===== src/verilog/ll_pkg.sv =====
/*
 * Linked-list message bank shared definitions.
 * Sizes, field types and the incoming message layout.
 */
package ll_pkg;

  // ID space
  localparam int IdWidth = 2;
  localparam int NumIds = 2 ** IdWidth;

  // Shared RAM storage
  localparam int Capacity = 16;
  localparam int AddrWidth = $clog2(Capacity);

  // One extra bit so a list holding every slot still fits
  localparam int CntWidth = AddrWidth + 1;

  localparam int PayloadWidth = 16;

  typedef logic [IdWidth-1:0] id_t;
  typedef logic [AddrWidth-1:0] addr_t;
  typedef logic [CntWidth-1:0] cnt_t;
  typedef logic [PayloadWidth-1:0] payload_t;

  // Message as delivered at the input
  typedef struct packed {
    id_t      id;
    payload_t payload;
  } msg_t;

endpackage


===== src/verilog/ll_bank.sv =====
/*
 * Linked-list message bank top level.
 * Routes accepted messages to their ID, merges the per-ID RAM requests
 * and connects the shared RAMs and the free-slot tracker.
 */
`timescale 1ns/1ps

module ll_bank (
  input  logic                                       clk_i,
  input  logic                                       rst_ni,
  input  logic                                       in_valid_i,
  input  ll_pkg::msg_t                               in_msg_i,
  output logic                                       in_ready_o,
  input  logic [ll_pkg::NumIds-1:0]                  release_i,
  output ll_pkg::payload_t [ll_pkg::NumIds-1:0]      buf_data_o,
  output logic [ll_pkg::NumIds-1:0]                  buf_valid_o
);

  import ll_pkg::*;

  // RAM request bundle of one ID
  typedef struct packed {
    logic  rd;
    addr_t rd_addr;
    logic  append;
    logic  link;
    addr_t tail;
  } req_t;

  req_t [NumIds-1:0] req;
  logic [NumIds-1:0] accept;

  logic     rd_any;
  addr_t    rd_addr;
  logic     append_any;
  logic     link_any;
  addr_t    link_addr;
  addr_t    free_slot;
  logic     full;
  payload_t msg_rdata;
  addr_t    next_rdata;

  assign in_ready_o = !full;

  // Accept strobe goes only to the addressed ID
  always_comb begin
    for (int n = 0; n < NumIds; n++) begin
      accept[n] = in_valid_i && in_ready_o && (in_msg_i.id == id_t'(n));
    end
  end

  for (genvar n = 0; n < NumIds; n++) begin : g_id
    ll_id_ctrl u_id_ctrl (
      .clk_i        (clk_i),
      .rst_ni       (rst_ni),
      .accept_i     (accept[n]),
      .in_payload_i (in_msg_i.payload),
      .release_i    (release_i[n]),
      .free_slot_i  (free_slot),
      .msg_rdata_i  (msg_rdata),
      .next_rdata_i (next_rdata),
      .buf_data_o   (buf_data_o[n]),
      .buf_valid_o  (buf_valid_o[n]),
      .rd_o         (req[n].rd),
      .rd_addr_o    (req[n].rd_addr),
      .append_o     (req[n].append),
      .link_o       (req[n].link),
      .tail_o       (req[n].tail)
    );
  end

  // At most one ID reads and one ID writes per cycle, so OR-merging is safe
  always_comb begin
    rd_any     = 1'b0;
    rd_addr    = '0;
    append_any = 1'b0;
    link_any   = 1'b0;
    link_addr  = '0;
    for (int n = 0; n < NumIds; n++) begin
      rd_any     |= req[n].rd;
      append_any |= req[n].append;
      link_any   |= req[n].link;
      if (req[n].rd) begin
        rd_addr |= req[n].rd_addr;
      end
      if (req[n].link) begin
        link_addr |= req[n].tail;
      end
    end
  end

  ll_free_list u_free_list (
    .clk_i       (clk_i),
    .rst_ni      (rst_ni),
    .alloc_i     (append_any),
    .free_i      (rd_any),
    .free_addr_i (rd_addr),
    .free_slot_o (free_slot),
    .full_o      (full)
  );

  // Message payloads, stored at the newly allocated slot
  ll_ram_2p #(
    .Width (PayloadWidth)
  ) u_msg_ram (
    .clk_i   (clk_i),
    .we_i    (append_any),
    .waddr_i (free_slot),
    .wdata_i (in_msg_i.payload),
    .re_i    (rd_any),
    .raddr_i (rd_addr),
    .rdata_o (msg_rdata)
  );

  // Next pointers, the old tail points at the new slot
  ll_ram_2p #(
    .Width (AddrWidth)
  ) u_next_ram (
    .clk_i   (clk_i),
    .we_i    (link_any),
    .waddr_i (link_addr),
    .wdata_i (free_slot),
    .re_i    (rd_any),
    .raddr_i (rd_addr),
    .rdata_o (next_rdata)
  );

endmodule


===== src/verilog/ll_free_list.sv =====
/*
 * Free-slot tracker for the shared RAMs.
 * Keeps one occupancy bit per slot and offers the lowest free one.
 */
`timescale 1ns/1ps

module ll_free_list (
  input  logic          clk_i,
  input  logic          rst_ni,
  input  logic          alloc_i,
  input  logic          free_i,
  input  ll_pkg::addr_t free_addr_i,
  output ll_pkg::addr_t free_slot_o,
  output logic          full_o
);

  import ll_pkg::*;

  logic [Capacity-1:0] used_q;
  logic [Capacity-1:0] used_d;

  // Priority search, the lowest index wins
  always_comb begin
    free_slot_o = '0;
    for (int i = Capacity - 1; i >= 0; i--) begin
      if (!used_q[i]) begin
        free_slot_o = addr_t'(i);
      end
    end
  end

  assign full_o = &used_q;

  // Allocation and release may hit different slots in one cycle
  always_comb begin
    used_d = used_q;
    if (alloc_i) begin
      used_d[free_slot_o] = 1'b1;
    end
    if (free_i) begin
      used_d[free_addr_i] = 1'b0;
    end
  end

  always_ff @(posedge clk_i or negedge rst_ni) begin
    if (!rst_ni) begin
      used_q <= '0;
    end else begin
      used_q <= used_d;
    end
  end

endmodule


===== src/verilog/ll_id_ctrl.sv =====
/*
 * Per-ID list control for the message bank.
 * Tracks head, tail and length of one linked list and drives the
 * one-entry output buffer, refilling it from RAM on release.
 */
`timescale 1ns/1ps

module ll_id_ctrl (
  input  logic             clk_i,
  input  logic             rst_ni,
  input  logic             accept_i,
  input  ll_pkg::payload_t in_payload_i,
  input  logic             release_i,
  input  ll_pkg::addr_t    free_slot_i,
  input  ll_pkg::payload_t msg_rdata_i,
  input  ll_pkg::addr_t    next_rdata_i,
  output ll_pkg::payload_t buf_data_o,
  output logic             buf_valid_o,
  output logic             rd_o,
  output ll_pkg::addr_t    rd_addr_o,
  output logic             append_o,
  output logic             link_o,
  output ll_pkg::addr_t    tail_o
);

  import ll_pkg::*;

  addr_t    head_q, head_d;
  addr_t    tail_q, tail_d;
  cnt_t     len_q, len_d;
  payload_t buf_q, buf_d;
  logic     valid_q, valid_d;

  // Set when the RAM read data of this cycle belongs to this ID
  logic     head_ram_q, head_ram_d;
  logic     buf_ram_q, buf_ram_d;

  addr_t    head_cur;
  payload_t buf_cur;
  logic     rel;
  logic     list_empty;
  logic     start_list;

  // Current head and buffer, taken from RAM right after a refill
  assign head_cur = head_ram_q ? next_rdata_i : head_q;
  assign buf_cur  = buf_ram_q ? msg_rdata_i : buf_q;

  assign buf_data_o  = buf_cur;
  assign buf_valid_o = valid_q;
  assign tail_o      = tail_q;

  assign rel        = release_i && valid_q;
  assign list_empty = (len_q == '0);

  // A release with entries behind the buffer pops the head
  assign rd_o      = rel && !list_empty;
  assign rd_addr_o = head_cur;

  // List is empty now or becomes empty by this release
  assign start_list = list_empty || (len_q == cnt_t'(1) && rel);

  always_comb begin
    head_d     = head_cur;
    tail_d     = tail_q;
    buf_d      = buf_cur;
    valid_d    = valid_q;
    head_ram_d = 1'b0;
    buf_ram_d  = 1'b0;
    append_o   = 1'b0;
    link_o     = 1'b0;

    if (rel) begin
      if (!list_empty) begin
        head_ram_d = 1'b1;
        buf_ram_d  = 1'b1;
      end else begin
        valid_d = 1'b0;
      end
    end

    if (accept_i) begin
      if (!valid_q) begin
        buf_d   = in_payload_i;
        valid_d = 1'b1;
      end else if (rel && list_empty) begin
        // Buffer drained and nothing queued, input refills it
        buf_d   = in_payload_i;
        valid_d = 1'b1;
      end else if (start_list) begin
        append_o   = 1'b1;
        head_d     = free_slot_i;
        tail_d     = free_slot_i;
        head_ram_d = 1'b0;
      end else begin
        append_o = 1'b1;
        link_o   = 1'b1;
        tail_d   = free_slot_i;
      end
    end

    len_d = len_q - cnt_t'(rd_o) + cnt_t'(append_o);
  end

  always_ff @(posedge clk_i or negedge rst_ni) begin
    if (!rst_ni) begin
      head_q     <= '0;
      tail_q     <= '0;
      len_q      <= '0;
      valid_q    <= 1'b0;
      head_ram_q <= 1'b0;
      buf_ram_q  <= 1'b0;
    end else begin
      head_q     <= head_d;
      tail_q     <= tail_d;
      len_q      <= len_d;
      valid_q    <= valid_d;
      head_ram_q <= head_ram_d;
      buf_ram_q  <= buf_ram_d;
    end
  end

  // Payload register
  always_ff @(posedge clk_i) begin
    buf_q <= buf_d;
  end

endmodule


===== src/verilog/ll_ram_2p.sv =====
/*
 * Two-port RAM for the message bank.
 * One write port and one read port with one cycle of read latency.
 */
`timescale 1ns/1ps

module ll_ram_2p #(
  parameter int Width = 16
) (
  input  logic               clk_i,
  input  logic               we_i,
  input  ll_pkg::addr_t      waddr_i,
  input  logic [Width-1:0]   wdata_i,
  input  logic               re_i,
  input  ll_pkg::addr_t      raddr_i,
  output logic [Width-1:0]   rdata_o
);

  import ll_pkg::*;

  logic [Width-1:0] mem_q [Capacity];

  // Write port
  always_ff @(posedge clk_i) begin
    if (we_i) begin
      mem_q[waddr_i] <= wdata_i;
    end
  end

  // Registered read, data holds until the next read
  always_ff @(posedge clk_i) begin
    if (re_i) begin
      rdata_o <= mem_q[raddr_i];
    end
  end

endmodule

===== config.mk =====
export PLATFORM = sky130hd
export DESIGN_NAME = ll_bank
export DESIGN_NICKNAME = d
export VERILOG_FILES = /design/src/verilog/ll_pkg.sv /design/src/verilog/ll_bank.sv /design/src/verilog/ll_free_list.sv /design/src/verilog/ll_id_ctrl.sv /design/src/verilog/ll_ram_2p.sv
export SDC_FILE = /design/constraint.sdc
export NUM_CORES = 1
export LEC_CHECK = 0
export BUFFER_PORTS_ARGS = -buffer_cell sky130_fd_sc_hd__buf_2
export CAP_MARGIN = 20
export CORE_ASPECT_RATIO = 0.8
export CORE_MARGIN = 2
export CORE_UTILIZATION = 42
export CTS_BUF_LIST = sky130_fd_sc_hd__clkbuf_8
export DETAILED_ROUTE_END_ITERATION = 10
export PLACE_DENSITY_LB_ADDON = 0.12
export SYNTH_ARGS = -nofsm -noshare
export SYNTH_HDL_FRONTEND = slang
export SYNTH_SLANG_ARGS = --single-unit
export TNS_END_PERCENT = 50

===== constraint.sdc =====
create_clock -name clk_i -period 5.6 [get_ports clk_i]
set_clock_uncertainty 0.2 [all_clocks]
set_input_delay 0.84 -clock clk_i [delete_from_list [all_inputs] [get_ports clk_i]]
set_output_delay 0.84 -clock clk_i [all_outputs]
set_load 0.005 [all_outputs]

==> metrics.txt <==
CP endpoint kind flip-flop; clk root buf clkbuf_8; RD Place Congestion 0.833; status completed; initial antenna violation count 0; Yosys top cell area share 0.506; Port-buffer cells 93; sw frac 0.360; largest net degree at the start of global routing 81; routed via count 11,788; Reg power frac 0.391; CP max FO 14; Via density 5.44; total track usage 0.202; Syn Inst Count 1,341; Clk network pwr share 0.213; layout cells sized above 1 0.267; unique cell type count in the Yosys netlist 60; Final Cycle Share 0.735; critical path type flip-flop to flip-flop; Post-Place Cells 2,025; number of global-route vias before repair 11,559; Hold WC Path Type flip-flop to flip-flop; Die Y 200 um; fin nets 1,541; DRC viols 0; routed len/inst 23.2 um; IR drop worst, VDD 329 uV; syn avg cell area 15.0 um2; initial core utilization 0.427; clk buf depth 3; drt total wl 50.3 mm; hold slack 0.309 ns; area leader, netlist edfxtp_1; worst skew pair latency 0.65 ns; RSZ-0062 raised after global routing no; setup TNS 0 ns; Post-synth top cells 340 x edfxtp_1, 178 x mux2i_1, 148 x mux2_2, 82 x o22ai_1, 80 x dfrtp_1; Netlist Area Pre-Place 20,200 um2; PwrDens 588 nW/um2; Clk pin slew, worst setup/hold paths 0.06 ns; Post-Syn Nets 1,394; combinational power share 0.396; core area 47,200 um2; # setup viols final 0; Async S/R FF share, synth 0.165; CTS Buf Count 78; area grow syn2layout 14.1%; post-synthesis register bit count 484; Final ANT Viol Nets 0; first-pass GRT wire length 74.3 mm; Hold Fails Final Rpt 0; sequential area share after synthesis 0.669; HPWL Detailed 31.7 mm; MaxCap Viol Count 0; GRT overflow 0; minimum clock period 4.12 ns; worst slew pin tran 1.12 ns; Post-Layout Inst Area 23,000 um2; net switching power 4.88 mW; IO Count 94; Lkg Pwr 8.88 nW; post-cts resize count 0; Int Pwr 8.65 mW; fin. max-slew vios 0; die area 49,800 um2; EDFF count, synth 340; total power 13.5 mW; Ant. Diodes 0; CTS tree built; Slew Limit Headroom 0.249; Final Non-Filler Cells 2,168; count leader, synth edfxtp_1; DRT Pass-1 Iters 5; Worst Path Required 5.77 ns; top cells by area, synth edfxtp_1 51%, dfrtp_1 9.9%, mux2i_1 8.8%, mux2_2 8.3%, dfxtp_1 6.4%; Yosys warnings 0; Die Wd 249 um; Peak Freq 0.243 GHz; CTS Sinks 484; placement-stage cell area 21,500 um2; row cnt 71; Detailed Route Iter0 Violations 965; crit start category flip-flop; Post-synth top flop edfxtp_1; htree depth 3; fill cell count 4,062; crit path DAT 4.29 ns
-- routing by layer --
layer  up-vias  part of all wire  wire [um]  track usage
li1       5412                 -          -            -
met1      5969              0.48      24300        0.296
met3        78             0.058       2900       0.0467
met4         0             0.020       1020       0.0575
met5         -                 0          0            0
met2       329              0.44      22100        0.303
-- registers in the layout, summed over array words and instances (netlist names), 16 cells and up --
register               count
u_msg_ram.mem_q          256
g_id.u_id_ctrl.buf_q      64
u_next_ram.mem_q          64
g_id.u_id_ctrl.len_q      20
g_id.u_id_ctrl.head_q     16
g_id.u_id_ctrl.tail_o     16
u_free_list.used_q        16
u_msg_ram.rdata_o         16
-- worst max-delay path, stage by stage, from the launching register on --
cell and delay [ns]:
dfrtp_1 0.38, inv_1 0.08, ha_1 0.16, or3b_4 0.41, o211ai_4 0.25, nor2_1 0.09, or4_1 0.62, nand3_1 0.77
buf_4 0.32, o22ai_1 0.08, or4_1 0.50
-- area by class of cell --
cell class,instances,area (um2),share of cell area
flip-flops and latches,484,13500,0.587
multi-input cells,740,6240,0.271
well taps,620,776,0.0337
clock inverters,55,284,0.0124
clock buffers,85,1170,0.0509
repair buffers,132,836,0.0363
inverters,52,195,0.00849
-- timing repair --
item | 4_1_cts | 5_1_grt
hold buffers | 0 | 1
endpoints found under the hold margin | 0 | 32
buffers inserted | 0 | 0
-- cells by family (layout without fill, tap and decap cells) --
family          Yosys count  after routing  synth area share
buf+inv                 117            324            0.0244
simple gates            204            204            0.0525
compound gates          164            164            0.0560
mux                     326            326             0.171
flops                   484            484             0.669
xor+xnor                 18             18           0.00782
fa+ha+maj                28             28            0.0189
-- power by group through the flow --
stage	logic, mW	registers, mW	clock network [mW]
5_1_grt	5.86	5.37	3.11
6_report	5.35	5.29	2.89
2_1_floorplan	3.83	5.10	0
3_5_place_dp	5.40	5.36	0
4_1_cts	5.40	5.29	2.96
3_3_place_gp	5.32	5.34	0
-- through the flow --
step / worst slack (ns) / utilization
finish: 1.48 / 0.487
global route: 1.26 / 0.487
CTS: 1.46 / 0.486
detailed placement: 1.35 / 0.456
global placement: 1.46 / 0.455
floorplan: 1.70 / -
-- cells in the final DEF, fill, tap and decap left out, drive strengths merged, types with 18 or more instances in the layout --
cell type and count:
nor3 18, o22ai 82, dfxtp 64, ha 24, nor2 56, inv 79, clkinv 26, nand2 47
edfxtp 340, clkbuf 85, or4 22, mux2i 178, mux2 148, a21oi 20, dfrtp 80, buf 131
-- final timing paths --
check / to / startpoint / cells after the start / slack [ns]
max: u_msg_ram.rdata_o[6] / g_id[0].u_id_ctrl.len_q[2] / 10 / 1.48
min: g_id[1].u_id_ctrl.tail_o[2] / g_id[1].u_id_ctrl.tail_o[2] / 1 / 0.31
max reg2reg: u_msg_ram.rdata_o[6] / g_id[0].u_id_ctrl.len_q[2] / 10 / 1.48
min reg2reg: g_id[1].u_id_ctrl.tail_o[2] / g_id[1].u_id_ctrl.tail_o[2] / 1 / 0.31
max in group asynchronous: g_id[3].u_id_ctrl.len_q[4] / rst_ni / 3 / 4.09
min in group asynchronous: u_free_list.used_q[1] / rst_ni / 2 / 0.50
(Power assumes the default switching activity.)
